<file path="src/common/gat_pkg.sv">
package gat_pkg;

  // Scalar widths.
  typedef logic        [7:0]  node_t;
  typedef logic signed [11:0] feat_t;
  typedef logic signed [11:0] wgt_t;

  // Full-precision product of a feature and a weight.
  typedef logic signed [23:0] wh_t;

  // Group sum, four bits of headroom for up to 16 beats.
  typedef logic signed [27:0] acc_t;

  // Feature beat entering the layer.
  typedef struct packed {
    node_t node;
    feat_t feat;
  } feat_beat_t;

  // Weighted beat after the leaky ReLU.
  typedef struct packed {
    node_t node;
    wh_t   wh;
  } wh_beat_t;

  // Aggregated result, one per group.
  typedef struct packed {
    node_t node;
    acc_t  sum;
  } aggr_beat_t;

  // Weight table write.
  typedef struct packed {
    node_t addr;
    wgt_t  data;
  } wgt_wr_t;

  // Sticky debug flags, MSB first.
  typedef logic [6:0] dbg_status_t;

  localparam int DBG_FEAT_VALID = 6;
  localparam int DBG_FEAT_READY = 5;
  localparam int DBG_WH_VALID   = 4;
  localparam int DBG_WH_READY   = 3;
  localparam int DBG_AGGR_VALID = 2;
  localparam int DBG_AGGR_READY = 1;
  localparam int DBG_WR_RANGE   = 0;

  // Right shift applied to negative products.
  localparam int LEAKY_SHIFT = 3;

  // Largest table the node index can address.
  localparam int MAX_NODES = 256;

endpackage

</file>
<file path="src/debug/debug_monitor.sv">
module debug_monitor import gat_pkg::*; #(
  parameter int NUM_NODES = 200
) (
  input  logic        clk,
  input  logic        rst_n,
  input  logic        feat_valid_i,
  input  logic        feat_ready_i,
  input  logic        wh_valid_i,
  input  logic        wh_ready_i,
  input  wh_beat_t    wh_i,
  input  logic        aggr_valid_i,
  input  logic        aggr_ready_i,
  input  logic        wgt_wr_en_i,
  input  node_t       wgt_addr_i,
  input  node_t       debug_node_i,
  output dbg_status_t debug_status_o,
  output logic [31:0] debug_count_o,
  output wh_t         debug_capture_o
);

  dbg_status_t status_now;
  dbg_status_t status_q;
  logic [31:0] count_q;
  wh_t         capture_q;

  logic        wr_out_of_range;
  logic        wh_fire;
  logic        aggr_fire;

  assign wr_out_of_range = wgt_wr_en_i && (int'(wgt_addr_i) >= NUM_NODES);
  assign wh_fire         = wh_valid_i && wh_ready_i;
  assign aggr_fire       = aggr_valid_i && aggr_ready_i;

  always_comb begin
    status_now                 = '0;
    status_now[DBG_FEAT_VALID] = feat_valid_i;
    status_now[DBG_FEAT_READY] = feat_ready_i;
    status_now[DBG_WH_VALID]   = wh_valid_i;
    status_now[DBG_WH_READY]   = wh_ready_i;
    status_now[DBG_AGGR_VALID] = aggr_valid_i;
    status_now[DBG_AGGR_READY] = aggr_ready_i;
    status_now[DBG_WR_RANGE]   = wr_out_of_range;
  end

  // Flags only ever set, cleared by reset.
  always_ff @(posedge clk or negedge rst_n) begin
    if (!rst_n) begin
      status_q <= '0;
    end else begin
      status_q <= status_q | status_now;
    end
  end

  always_ff @(posedge clk or negedge rst_n) begin
    if (!rst_n) begin
      count_q <= '0;
    end else if (aggr_fire) begin
      count_q <= count_q + 32'd1;
    end
  end

  // Latest weighted value of the watched node.
  always_ff @(posedge clk or negedge rst_n) begin
    if (!rst_n) begin
      capture_q <= '0;
    end else if (wh_fire && wh_i.node == debug_node_i) begin
      capture_q <= wh_i.wh;
    end
  end

  assign debug_status_o  = status_q;
  assign debug_count_o   = count_q;
  assign debug_capture_o = capture_q;

  // Result counter saturating traffic would wrap to zero.
  a_count_no_wrap: assert property (
    @(posedge clk) disable iff (!rst_n)
    (count_q != '0) |=> (count_q != '0)
  );

endmodule

</file>
<file path="config.mk">
export PLATFORM = sky130hd
export DESIGN_NAME = debug_monitor
export DESIGN_NICKNAME = d
export VERILOG_FILES = /design/src/common/gat_pkg.sv /design/src/debug/debug_monitor.sv
export SDC_FILE = /design/constraint.sdc
export NUM_CORES = 1
export LEC_CHECK = 0
export ABC_AREA = 1
export BUFFER_PORTS_ARGS = -buffer_cell sky130_fd_sc_hd__buf_2
export CAP_MARGIN = 0
export CORE_AREA = 2 2 79 97
export CTS_BUF_LIST = sky130_fd_sc_hd__clkbuf_8 sky130_fd_sc_hd__clkbuf_16
export DETAILED_ROUTE_END_ITERATION = 10
export DIE_AREA = 0 0 81 99
export GPL_TIMING_DRIVEN = 0
export PLACE_DENSITY = 0.73
export SYNTH_ARGS = -nofsm -noshare
export SYNTH_HDL_FRONTEND = slang
export SYNTH_SLANG_ARGS = --single-unit
</file>
<file path="constraint.sdc">
create_clock -name clk -period 1.56 [get_ports clk]
set_input_delay 0.156 -clock clk [delete_from_list [all_inputs] [get_ports clk]]
set_output_delay 0.156 -clock clk [all_outputs]
set_load 0.01 [all_outputs]
</file>
==> out/results.ini <==
[global_routing]
grt_max_degree = 39
grt_remaining_overflow = 0
antenna_found_initial = 0
grt_use_total_pct = 19.5
grt_pass1_wl_um = 12300
grt_pass1_vias = 2795

[power_and_ir_drop]
power.density_mw_per_mm2 = 945
p_leak_uw = 0.00228
vdd.ir_drop.worst_v = 0.000737
power.total_uw = 3840

[final_layout]
fillers = 681
stdcell_area_mm2 = 0.00406
multi_input_area_mm2 = 0.00137
diodes = 0
area_growth_pct = 30.3
drive_gt1_share_pct = 33.0
nets = 568
seqCellArea_mm2 = 0.00158

[route]
route.detailed.drc = 0
vias_per_cell = 4.71
met2_length_um = 3640
final_antenna_net_count = 0
topRoutingLayerUsed = met4
wl_per_cell_um = 12.0
drt_iter0_markers = 104
num_vias = 2852
drt_wl_total_um = 7260
dr_wl_met3_um = 364
m1WireLength_um = 3030
drt-pass1-iter-count = 5

[yosys]
yosysSeqAreaShare_pct = 50.6
syn_nets = 437
yosys_register_bits = 63
syn_avg_cell_area_um2 = 8.22
syn_area_mm2 = 0.00312
synth_cell_type_count = 26
syn_inst = 379
yosys_warnings = 0

[sta]
min_period_ns = 1.47
setup_violations = 0
fmax_ghz = 0.682
max_slew_margin_pct = 61.1
worstMarginPinSlew_ns = 0.584
hold_viol_final = 0
clock_skew_ns = 0.00850
rsz0062_at_grt = true
min_period_over_period_pct = 94.0
final_max_slew_viol_count = 0

[die]
dieWidth_um = 81
fp.coreArea_mm2 = 0.00706
die_y_um = 99
initial_core_util_pct = 44.1
rows = 34
num_io_pins = 120
design.die.area_mm2 = 0.00802

[cts]
clock_latency_ns = 0.34
clockBufferDepth = 2
htreeDepth = 3
clk_pin_slew_ns = 0.07
clockRootBuffer = clkbuf_8
cts_tree = done
numCtsBuffers = 9
cts_num_sinks = 63

[job]
cap_violations = 0

[placed_design]
placed_cell_area_mm2 = 0.00383
gp_congestion = 0.842
dp_hpwl_um = 5500
portBuffers = 116

[outcome]
status = finished clean

[worst_hold_path]
min_path_cells = 2
hp-class = in2reg

[critical_path]
critPathLaunchType = flop
cp.required_ns = 1.77
critPathMostFrequentCell = nor2_4
worstPathCellList = ha_1 -> inv_1 -> nor2_4 -> nand3_4 -> nor2_4 -> buf_4 -> nand2_1 -> xnor2_1
r2r_cells = 8
critical-path-slowest-cell = dfrtp_1
crit_type = reg2reg
worst-path-max-fanout = 4
slowest_delay_ns = 0.40
arrival_ns = 1.68
critPathCaptureType = flop

## worst max-delay path: cells and delay by family, from the launching register on
family        cells  cell delay (ns)
xor+xnor          1             0.12
fa+ha+maj         1             0.17
buf+inv           2             0.22
flops             1             0.40
simple gates      4             0.45
## registers in the layout, indices dropped and copies added, names as in the netlist
| register | cells |
|---|---|
| debug_capture_o | 24 |
| debug_count_o | 32 |
| debug_status_o | 7 |
## stage by stage
stage / worst slack [ns] / setup TNS, ns / std cells / utilization (%) / hold slack, ns
finish: 0.0929 / 0 / 605 / 57.5 / 0.0166
global route: -0.0409 / -0.102 / 605 / 57.5 / 0.0122
CTS: 0.105 / 0 / 604 / 57.2 / 0.00143
detailed placement: 0.107 / 0 / 586 / 54.2 / 0.193
global placement: 0.125 / 0 / 585 / 54.0 / 0.352
floorplan: 0.186 / 0 / 379 / - / -0.140
## cell families (layout without fill, tap and decap cells)
family / Yosys count / count (layout) / synth area share, %
adder cells (fa/ha/maj): 1 / 1 / 0.401
buffers and inverters: 47 / 183 / 5.98
AND/OR/NAND/NOR: 237 / 237 / 35.0
flip-flops: 63 / 63 / 50.6
AO/OA/AOI/OAI: 6 / 6 / 1.04
XOR/XNOR: 25 / 25 / 7.03
## synth_stat cells (all sizes together)
cell type  instances  area, µm²
nor3b              1       7.51
o21bai             1       7.51
nor2              41        219
nand3             26        145
dfrtp             63       1580
ha                 1       12.5
nand2            145        564
inv               43        161
buf                4       25.0
nand3b             2       15.0
xnor2             11       96.3
o21ai              4       20.0
nor3               7       45.0
xor2              14        123
a21oi              1       5.00
or2                7       43.8
nand4              8       50.1
## where the power goes
part / switching (µW) / total (µW) / internal (µW)
sequential: 120 / 1880 / 1760
clock: 607 / 1370 / 762
combinational: 347 / 594 / 248
total: 1070 / 3840 / 2770
## final timing paths
check,start,end,slack (ns)
min in group asynchronous,rst_n,debug_count_o[27],0.35
max in group asynchronous,rst_n,debug_status_o[3],0.60
worst min-delay path,feat_valid_i,debug_status_o[6],0.02
worst max-delay path,debug_count_o[0],debug_count_o[14],0.09
worst max register to register,debug_count_o[0],debug_count_o[14],0.09
worst min register to register,debug_status_o[6],debug_status_o[6],0.46
## layer usage
metal | global-route usage (%) | vias up
met5 | 0 | -
met4 | 11.0 | 0
met3 | 3.02 | 21
met2 | 32.7 | 90
met1 | 23.5 | 1313
li1 | - | 1428
## cells in the final DEF, fill, tap and decap left out, types with 5 or more instances in the layout
cell / synthesis / layout
xor2_1: 14 / 14
nor2_1: 29 / 28
nor2_2: 5 / 5
clkbuf_8: 0 / 10
nand2_2: 5 / 5
nor3_1: 5 / 5
nand4_1: 8 / 8
buf_2: 2 / 118
inv_1: 40 / 42
nand3_1: 23 / 23
nor2_4: 7 / 8
nand2_1: 139 / 139
xnor2_1: 11 / 11
or2_2: 7 / 7
dfrtp_1: 63 / 63
## final cells by class
type / count / area share, %
Sequential cell: 63 / 38.8
Tap cell: 90 / 2.77
Clock inverter: 6 / 1.29
Clock buffer: 10 / 3.39
Inverter: 43 / 3.97
Timing Repair Buffer: 120 / 15.5
Buffer: 4 / 0.616
Multi-Input combinational cell: 269 / 33.7
## repair_timing
item / CTS / global route
gates resized for setup: 0 / 3
endpoints found under the setup margin: 0 / 3
hold endpoints to repair: 26 / 0
setup buffers: 0 / 1
hold buffers: 2 / 0
No activity file was read; power rests on OpenSTA's default activity.
