[src/common/gat_pkg.sv]
package gat_pkg;

  // Scalar widths.
  typedef logic        [7:0]  node_t;
  typedef logic signed [11:0] feat_t;
  typedef logic signed [11:0] wgt_t;

  // Full-precision product of a feature and a weight.
  typedef logic signed [23:0] wh_t;

  // Group sum, four bits of headroom for up to 16 beats.
  typedef logic signed [27:0] acc_t;

  // Feature beat entering the layer.
  typedef struct packed {
    node_t node;
    feat_t feat;
  } feat_beat_t;

  // Weighted beat after the leaky ReLU.
  typedef struct packed {
    node_t node;
    wh_t   wh;
  } wh_beat_t;

  // Aggregated result, one per group.
  typedef struct packed {
    node_t node;
    acc_t  sum;
  } aggr_beat_t;

  // Weight table write.
  typedef struct packed {
    node_t addr;
    wgt_t  data;
  } wgt_wr_t;

  // Sticky debug flags, MSB first.
  typedef logic [6:0] dbg_status_t;

  localparam int DBG_FEAT_VALID = 6;
  localparam int DBG_FEAT_READY = 5;
  localparam int DBG_WH_VALID   = 4;
  localparam int DBG_WH_READY   = 3;
  localparam int DBG_AGGR_VALID = 2;
  localparam int DBG_AGGR_READY = 1;
  localparam int DBG_WR_RANGE   = 0;

  // Right shift applied to negative products.
  localparam int LEAKY_SHIFT = 3;

  // Largest table the node index can address.
  localparam int MAX_NODES = 256;

endpackage

[src/logic/neighbor_aggregator.sv]
module neighbor_aggregator import gat_pkg::*; #(
  parameter int H_NUM_SPARSE_DATA = 12
) (
  input  logic       clk,
  input  logic       rst_n,
  input  logic       wh_valid_i,
  input  wh_beat_t   wh_i,
  output logic       wh_ready_o,
  output logic       aggr_valid_o,
  output aggr_beat_t aggr_o,
  input  logic       aggr_ready_i
);

  localparam int CNT_W = (H_NUM_SPARSE_DATA > 1) ? $clog2(H_NUM_SPARSE_DATA) : 1;

  logic [CNT_W-1:0] beat_cnt;
  acc_t             acc;
  node_t            group_node;

  logic             wh_fire;
  logic             first_beat;
  logic             last_beat;
  wh_t              wh_val;
  acc_t             acc_base;
  acc_t             acc_next;
  node_t            node_next;

  logic             res_valid;
  aggr_beat_t       res_beat;

  // No new beats while a finished sum waits.
  assign wh_ready_o = !res_valid;
  assign wh_fire    = wh_valid_i && wh_ready_o;

  assign first_beat = (beat_cnt == '0);
  assign last_beat  = (beat_cnt == CNT_W'(H_NUM_SPARSE_DATA - 1));

  assign wh_val    = wh_i.wh;
  assign acc_base  = first_beat ? '0 : acc;
  assign acc_next  = acc_base + wh_val;
  assign node_next = first_beat ? wh_i.node : group_node;

  always_ff @(posedge clk or negedge rst_n) begin
    if (!rst_n) begin
      beat_cnt   <= '0;
      acc        <= '0;
      group_node <= '0;
    end else if (wh_fire) begin
      acc        <= acc_next;
      group_node <= node_next;
      if (last_beat) begin
        beat_cnt <= '0;
      end else begin
        beat_cnt <= beat_cnt + 1'b1;
      end
    end
  end

  always_ff @(posedge clk or negedge rst_n) begin
    if (!rst_n) begin
      res_valid <= 1'b0;
    end else if (wh_fire && last_beat) begin
      res_valid <= 1'b1;
    end else if (aggr_ready_i) begin
      res_valid <= 1'b0;
    end
  end

  always_ff @(posedge clk) begin
    if (wh_fire && last_beat) begin
      res_beat.node <= node_next;
      res_beat.sum  <= acc_next;
    end
  end

  assign aggr_valid_o = res_valid;
  assign aggr_o       = res_beat;

  // Beats after the first must belong to the node that opened the group.
  a_group_node: assert property (
    @(posedge clk) disable iff (!rst_n)
    (wh_fire && !first_beat) |-> (wh_i.node == group_node)
  );

endmodule

[config.mk]
export PLATFORM = sky130hd
export DESIGN_NAME = neighbor_aggregator
export DESIGN_NICKNAME = d
export VERILOG_FILES = /design/src/common/gat_pkg.sv /design/src/logic/neighbor_aggregator.sv
export SDC_FILE = /design/constraint.sdc
export NUM_CORES = 1
export LEC_CHECK = 0
export BUFFER_PORTS_ARGS = -buffer_cell sky130_fd_sc_hd__buf_2
export CAP_MARGIN = 15
export CORE_MARGIN = 2
export CORE_UTILIZATION = 35
export DETAILED_ROUTE_END_ITERATION = 7
export HOLD_SLACK_MARGIN = 0.05
export PLACE_DENSITY_LB_ADDON = 0.2
export SLEW_MARGIN = 20
export SYNTH_ARGS = -nofsm -noshare
export SYNTH_HDL_FRONTEND = slang
export SYNTH_SLANG_ARGS = --single-unit
[constraint.sdc]
create_clock -name clk -period 4.55 [get_ports clk]
set_clock_uncertainty 0.05 [all_clocks]
set_input_delay 0.6825 -clock clk [delete_from_list [all_inputs] [get_ports clk]]
set_output_delay 0.6825 -clock clk [all_outputs]
set_load 0.02 [all_outputs]
==> results of run 1 <==
-- registers in the layout, summed over array words and instances (netlist names) --
name and flops:
beat_cnt 4, acc 28, aggr_o 36, group_node 8, aggr_valid_o 1
-- synth_stat cells (all sizes together), types with 2 or more instances --
cell type  instances
nand2             89
o21ai             16
ha                29
and3               4
o31ai              7
o21bai             8
mux2              18
xor2               8
clkbuf            15
dfrtp             41
a21o              10
nand4              8
xnor2             16
edfxtp            36
o211ai             2
inv               16
a22o               2
nand4b             2
nor2b              3
buf                4
a31oi              2
nor3               8
nand3              8
nor2              17
and2              29
o21a               3
a21oi             31
a21boi             4
-- worst max-delay path: stages (launching register included) --
cell      delay (ps)
dfrtp_1          410
inv_1             70
ha_1             160
nand2_1          400
buf_4            350
and2_1           160
ha_1             390
a21o_1           220
a221oi_1         430
o21ai_0          180
a22o_1           300
nor3_2           190
xor2_1           240
xor2_1           100
-- cell type report --
type | instances | area (um^2) | share of cell area
Clock buffer | 11 | 253 | 0.0461
Multi-Input combinational cell | 343 | 2310 | 0.421
Timing Repair Buffer | 79 | 413 | 0.0753
Inverter | 16 | 60.1 | 0.0110
Sequential cell | 77 | 2110 | 0.384
Tap cell | 172 | 215 | 0.0393
Clock inverter | 5 | 129 | 0.0235
-- metal layers --
metal / global-route usage / vias up / part of all wire
met2: 0.255 / 95 / 0.46
li1: - / 1755 / -
met4: 0.0482 / 0 / 0.0099
met5: 0 / - / 0
met1: 0.211 / 1670 / 0.48
met3: 0.0431 / 8 / 0.048
-- through the flow --
step / power (W) / setup slack (ps) / std cells
floorplan: 0.00294 / 1100 / 455
global placement: 0.00341 / 777 / 687
detailed placement: 0.00344 / 624 / 687
CTS: 0.00439 / 608 / 703
global route: 0.00472 / 332 / 703
finish: 0.00435 / 630 / 703
-- power by group --
part / switching, W / internal, W / total, W
Combinational: 0.00130 / 0.000963 / 0.00226
Sequential: 0.000102 / 0.00107 / 0.00117
Clock: 0.000287 / 0.000623 / 0.000910
Total: 0.00169 / 0.00266 / 0.00435
-- worst min-delay path by stage --
| stage | start | to | cells past startpoint |
|---|---|---|---|
| 2_1_floorplan | rst_n | acc[0] | 0 |
| 3_3_place_gp | acc[1] | acc[1] | 2 |
| 3_5_place_dp | acc[0] | acc[0] | 2 |
| 4_1_cts | acc[0] | acc[0] | 2 |
| 5_1_grt | rst_n | acc[5] | 1 |
| 6_report | rst_n | acc[5] | 1 |
-- cell families after synthesis --
| kind of cell | count (synthesis) | synth area share |
|---|---|---|
| and+or+nand+nor | 177 | 0.188 |
| AOI/OAI and AO/OA | 94 | 0.142 |
| DFF | 77 | 0.465 |
| buffers and inverters | 35 | 0.0293 |
| adders and majority gates | 30 | 0.0845 |
| xor gates and xnor gates | 24 | 0.0464 |
| muxes | 18 | 0.0447 |
==> impl_results.md, run 1 <==
- Full die area: 13,900 um^2
- First-pass GRT wire length: 17.6 mm
- DRC: 0
- Worst setup SP type: flip-flop
- Initial Utilization: 0.359
- Crit path max fanout: 21
- Final Instance Area: 5480 um^2
- Leakage power: 2.50 nW
- Total Wirelength: 10.6 mm
- FF-to-FF Start: beat_cnt[0]
- Period utilization: 0.862
- CTS Buf Count: 9
- Mapped Area: 4530 um^2
- H-Tree Depth: 3
- Core Area: 12,600 um^2
- Util after Layout: 0.434
- Syn_nets: 521
- Dominant cell type by area after synthesis: edfxtp_1
- GRT Total Usage: 0.159
- Most common cell after layout, fill and taps aside: nand2_1
- Antenna-violating nets left: 0
- Critical Path Source: beat_cnt[0]
- Critical Path End Type: flip-flop
- Post-layout min period: 3920 ps
- Synthesized flop and latch total: 77
- Number of port buffers: 73
- Total gr overflow: 0
- Synth top area cells: edfxtp_1 (24%), dfrtp_1 (23%), ha_1 (8.0%)
- GP Congestion: 0.853
- Post-synth top flop: dfrtp_1
- Fin Setup TNS: 0 ps
- Post-synth top area share: 0.239
- DR vias: 3,528
- Number of I/O pins: 74
- RSZ-0062 raised after global routing: false
- Synthesized area per cell: 9.96 um^2
- Reg2reg end: aggr_o[27]
- ANT cells: 0
- Nets: 592
- Initial antenna violation count: 0
- Number of global-route vias before repair: 3,526
- Max Cap Viol: 0
- Reg-to-reg slack, setup: 630 ps
- Router iterations before antenna repair: 4
- Cts repair resizes: 0
- Critical path data required time: 4580 ps
- Clock root buffer: clkbuf_16
- Endpoints failing hold: 0
- Worst-Skew Late Latency: 340 ps
- TritonCTS clock tree: built
- Max clock buf depth: 2
- Clock Sinks: 77
- Arr. time, crit path: 3950 ps
- Via density: 5.02
- Area after DPL: 5100 um^2
- Sequential area share after synthesis: 0.465
- CTS Hold Bufs: 0
- Yosys warns: 0
- Final hold slack: 289 ps
- Commonest cells after routing, fill and taps aside: nand2_1 (89), buf_2 (72), dfrtp_1 (41)
- R2R depth: 13
- Post-synth cell types: 54
- Final slew viol count: 0
- Outcome: complete, no violations
- Clock slew at reported path FFs: 60 ps
- Setup bufs post-CTS: 0
- Chip Height: 118 um
- Layout cells sized above 1: 0.235
- Chip width: 118 um
- Synthesized instance count: 455
- Post-synth EDFFs: 36
- Post-DP HPWL: 7.59 mm
- Final setup vio count: 0
- Initial DRC count: 193
- Worst min-delay path class: in2async
- # fillers: 1,255
- Max frequency: 0.255 GHz
- CP Class: reg2reg
- Layout area overhead: 21.0%
- Crit path capture: aggr_o[27]
- Worst-Margin Slew: 996 ps
- Largest net degree at the start of global routing: 42
- Slew headroom: 0.334
- VDD IR-drop max: 315 uV
- Row Count: 41
- Routed wire per std cell: 15.1 um
- Ys async rst share: 0.532
- Pwr dens: 793 nW/um^2
Power figures use the tool's default switching activity.
==> inputs of run 2 (changes only) <==
Clock period 4.55 ns to 4.4 ns, I/O delays scaled along.
==> run 2 against run 1 <==
Against the previous run: core utilization decreased by 0.63 points; clock power fell by 17%; register-to-register slack is essentially flat; via count is 1.5% lower; sequential share of layout area up 0.57 points; global-route usage grew 0.20 points; critical path type unchanged; critical endpoint is now aggr_o[26]; largest cell class unchanged; largest power group unchanged.
==> impl_results.md, run 2 (same netlist as run 1, synthesis figures left out) <==
- Outcome: complete, no violations
- Largest net degree at the start of global routing: 42
- Delay-heaviest family, CP: simple AND/OR/NAND/NOR gates
- Area after DPL: 5100 um^2
- DR vias: 3,476
- Row Count: 41
- Most common cell after layout, fill and taps aside: nand2_1
- Top routing layer in use: met4
- Setup bufs post-CTS: 0
- DRC: 0
- Clock root buffer: clkbuf_16
- Number of port buffers: 73
- Commonest cells after routing, fill and taps aside: nand2_1 (89), buf_2 (72), dfrtp_1 (41)
- Endpoints failing hold: 0
- ANT cells: 0
- Final setup vio count: 0
- Post-Layout Cell Count: 703
- Max clock buf depth: 2
- Router iterations before antenna repair: 4
- Full die area: 13,900 um^2
- Initial Utilization: 0.359
- Worst-Skew Late Latency: 340 ps
- Pwr dens: 801 nW/um^2
- Most used cell, CP: ha_1
- Final slew viol count: 0
- VDD IR-drop max: 284 uV
- Leakage power: 2.45 nW
- Max reg flops: 36
- Number of I/O pins: 74
- Total gr overflow: 0
- Fin Setup TNS: 0 ps
- CTS Hold Bufs: 0
- Layout cells sized above 1: 0.234
- Post-DP HPWL: 7.73 mm
- Antenna-violating nets left: 0
- Util after Layout: 0.428
- Layout area overhead: 19.2%
- DR WL met2: 5.00 mm
- Placed cells: 687
- Initial DRC count: 178
- Number of global-route vias before repair: 3,508
- Clock slew at reported path FFs: 60 ps
- Max frequency: 0.266 GHz
- Crit path max fanout: 19
- DRT met1 WL: 5.13 mm
- Period utilization: 0.855
- Core Area: 12,600 um^2
- Cts repair resizes: 0
- Final Instance Area: 5400 um^2
- Slowest-stage cell, CP: or4_4
- Critical path data required time: 4430 ps
- Clock Sinks: 77
- TritonCTS clock tree: built
- Nets: 592
- Worst min-delay path class: in2async
- Total Wirelength: 10.8 mm
- Arr. time, crit path: 3800 ps
- H-Tree Depth: 3
- Max Cap Viol: 0
- Chip Height: 118 um
- Slew headroom: 0.475
- WL met3: 491 um
- Worst-Margin Slew: 785 ps
- Max incr delay on CP: 500 ps
- GP Congestion: 0.883
- RSZ-0062 raised after global routing: false
- CTS Buf Count: 9
- Chip width: 118 um
- CP Class: reg2reg
- Post-layout min period: 3760 ps
- Via density: 4.94
- First-pass GRT wire length: 17.6 mm
- WP buf/inv: 1
- Routed wire per std cell: 15.3 um
- Critical Path End Type: flip-flop
- # fillers: 1,276
- Initial antenna violation count: 0
- Worst setup SP type: flip-flop
- Worst path cell trace: inv_1, ha_1, nand2_1, and2_1, ha_1, fa_1, a21oi_2, o21ai_2, a41oi_4, o31a_4, or4_4, a31oi_1, nor2_1
- GRT Total Usage: 0.161
[run 2: worst register-to-register path, cell delays in order, from the launching register on]
cell and delay (ps):
dfrtp_1 400, inv_1 70, ha_1 200, nand2_1 420, and2_1 210, ha_1 180, fa_1 240, a21oi_2 90
o21ai_2 220, a41oi_4 180, o31a_4 350, or4_4 500, a31oi_1 290, nor2_1 90
[run 2: routing by layer]
metal  global-route usage  vias to the layer above
li1                     -                     1751
met1                0.207                     1630
met2                0.263                       85
met3               0.0475                       10
met4               0.0497                        0
met5                    0                        -
[run 2: where the power goes]
part | switching (W) | total [W] | internal, W
sequential | 0.000107 | 0.00121 | 0.00111
clock | 0.000300 | 0.000756 | 0.000456
combinational | 0.00136 | 0.00236 | 0.000997
total | 0.00177 | 0.00433 | 0.00256
[run 2: path summary, 6_finish.rpt]
check	startpoint	to	slack (ps)	depth (start not counted)
max	beat_cnt[0]	aggr_o[26]	640	13
min	rst_n	acc[5]	260	1
max reg2reg	beat_cnt[0]	aggr_o[26]	640	13
min reg2reg	acc[11]	acc[11]	410	2
max in group asynchronous	rst_n	aggr_valid_o	3660	1
min in group clk	acc[11]	acc[11]	410	2
[run 2: layout make-up]
class / instances / area [um^2] / area share
Clock inverter: 5 / 58.8 / 0.0109
Multi-Input combinational cell: 343 / 2310 / 0.427
Sequential cell: 77 / 2110 / 0.390
Clock buffer: 11 / 243 / 0.0449
Timing Repair Buffer: 79 / 413 / 0.0764
Tap cell: 172 / 215 / 0.0398
Inverter: 16 / 60.1 / 0.0111
[run 2: through the flow]
| stage | worst slack [ps] | hold slack, ps | total power, W |
|---|---|---|---|
| final | 636 | 262 | 0.00433 |
| after global routing | 225 | 312 | 0.00468 |
| after CTS | 613 | 422 | 0.00436 |
| after detailed placement | 613 | 406 | 0.00357 |
| after global placement | 711 | 401 | 0.00354 |
| after floorplan | 949 | 314 | 0.00304 |
==> inputs of run 3 (changes only) <==
Settings changed: CTS_BUF_LIST set to sky130_fd_sc_hd__clkbuf_4.
==> run 3 against run 2 <==
Against the previous run: power decreased by 7.6%; core utilization decreased by 1.3 points; sequential share of layout area increased by 1.2 points; first-iteration DRC count decreased by 9.6%; global-route usage decreased by 0.15 points; clock power decreased by 41%; non-clock buffer count unchanged; final area decreased by 3.0%; wire length decreased by 1.4%; highest routed layer unchanged.
==> impl_results.md, run 3 (same netlist as run 1, synthesis figures left out) <==
- Final Instance Area: 5240 um^2
- Worst-Margin Slew: 801 ps
- Setup ws final: 639 ps
- Period utilization: 0.855
- Post-layout min period: 3760 ps
- Max Cap Viol: 0
- Part of the power in registers: 0.303
- # fillers: 1,288
- Chip width: 118 um
- Layout area overhead: 15.6%
- Post-DP HPWL: 7.73 mm
- Most common cell after layout, fill and taps aside: nand2_1
- Endpoints failing hold: 0
- Initial antenna violation count: 0
- Logic pwr share: 0.586
- Chip Height: 118 um
- CP Class: reg2reg
- GP Congestion: 0.883
- Clock power share: 0.111
- Clock Sinks: 77
- Final slew viol count: 0
- Layout cells sized above 1: 0.234
- Outcome: complete, no violations
- Number of global-route vias before repair: 3,482
- CTS Buf Count: 9
- Core Area: 12,600 um^2
- Switching power total: 0.00172 W
- Largest net degree at the start of global routing: 42
- Max reg flops: 36
- Cts repair resizes: 0
- Place WS: 613 ps
- Pwr dens: 763 nW/um^2
- Arr. time, crit path: 4060 ps
- Final setup vio count: 0
- Row Count: 41
- ANT cells: 0
- Power Internal: 0.00228 W
- H-Tree Depth: 3
- Net Sw Frac: 0.430
- Worst setup SP type: flip-flop
- Setup bufs post-CTS: 0
- TritonCTS clock tree: built
- DR vias: 3,463
- VDD IR-drop max: 296 uV
- Worst min-delay path class: in2async
- Commonest cells after routing, fill and taps aside: nand2_1 (89), buf_2 (72), dfrtp_1 (41)
- Critical Path End Type: flip-flop
- Number of I/O pins: 74
- Routed wire per std cell: 15.1 um
- Worst-Skew Late Latency: 460 ps
- Initial Utilization: 0.359
- Via density: 4.93
- Crit path max fanout: 19
- Antenna-violating nets left: 0
- Slew headroom: 0.465
- Initial DRC count: 161
- Number of port buffers: 73
- Clock root buffer: clkbuf_4
- Max clock buf depth: 2
- Clock slew at reported path FFs: 130 ps
- Router iterations before antenna repair: 4
- First-pass GRT wire length: 17.4 mm
- Full die area: 13,900 um^2
- Max frequency: 0.266 GHz
- Leakage power: 2.38 nW
- GRT Total Usage: 0.160
- Total Wirelength: 10.6 mm
- DRC: 0
- Fin Setup TNS: 0 ps
- Total gr overflow: 0
- Area after DPL: 5100 um^2
- Nets: 592
- Critical path data required time: 4700 ps
- CTS Hold Bufs: 0
- RSZ-0062 raised after global routing: false
## run 3: cell count changes in the layout (fill, tap and decap cells not counted)
| cell | before | now |
|---|---|---|
| clkbuf_1 | 1 | 0 |
| clkbuf_16 | 9 | 0 |
| clkbuf_4 | 0 | 10 |
| clkbuf_8 | 1 | 0 |
| clkinv_1 | 0 | 1 |
## run 3: path summary, 6_finish.rpt
check	depth (start not counted)	to	slack, ps	start
min in group clk	2	aggr_valid_o	330	aggr_ready_i
worst min-delay path	1	acc[7]	130	rst_n
max in group asynchronous	1	acc[23]	3790	rst_n
worst max register to register	13	acc[27]	640	beat_cnt[0]
worst max-delay path	13	acc[27]	640	beat_cnt[0]
worst min register to register	2	acc[11]	430	acc[11]
## run 3: stage by stage
step,utilization,hold slack [ps],std cells,total power [W]
finish,0.415,126,703,0.00400
global route,0.415,158,703,0.00436
CTS,0.415,275,703,0.00404
detailed placement,0.404,406,687,0.00357
global placement,0.404,401,687,0.00354
floorplan,-,314,455,0.00304
## run 3: area by class of cell
type / count / area (um^2) / share of cell area
repair buffers: 79 / 413 / 0.0788
inverters: 16 / 60.1 / 0.0115
well taps: 172 / 215 / 0.0411
flip-flops and latches: 77 / 2110 / 0.402
multi-input cells: 343 / 2310 / 0.440
clock buffers: 10 / 75.1 / 0.0143
clock inverters: 6 / 62.6 / 0.0119
## run 3: routing by layer
layer / track usage / vias to the layer above / wire length, um
li1: - / 1748 / -
met1: 0.207 / 1638 / 5060
met2: 0.258 / 70 / 5030
met3: 0.0354 / 7 / 429
met4: 0.0693 / 0 / 76
met5: 0 / - / 0
## run 3: power groups by stage
stage / clock (W) / sequential (W) / combinational (W)
floorplan: 0 / 0.00123 / 0.00180
global placement: 0 / 0.00122 / 0.00232
detailed placement: 0 / 0.00123 / 0.00234
CTS: 0.000466 / 0.00121 / 0.00236
global route: 0.000492 / 0.00124 / 0.00263
finish: 0.000444 / 0.00121 / 0.00234
## run 3: critical path: stages, from the launching register on
cell	delay, ps
dfrtp_1	440
inv_1	80
ha_1	150
nand2_1	330
buf_4	320
and2_1	170
ha_1	390
a21o_1	220
a221oi_1	390
o21ai_0	160
a22o_1	290
nor3_2	170
xor2_1	110
a311o_1	360
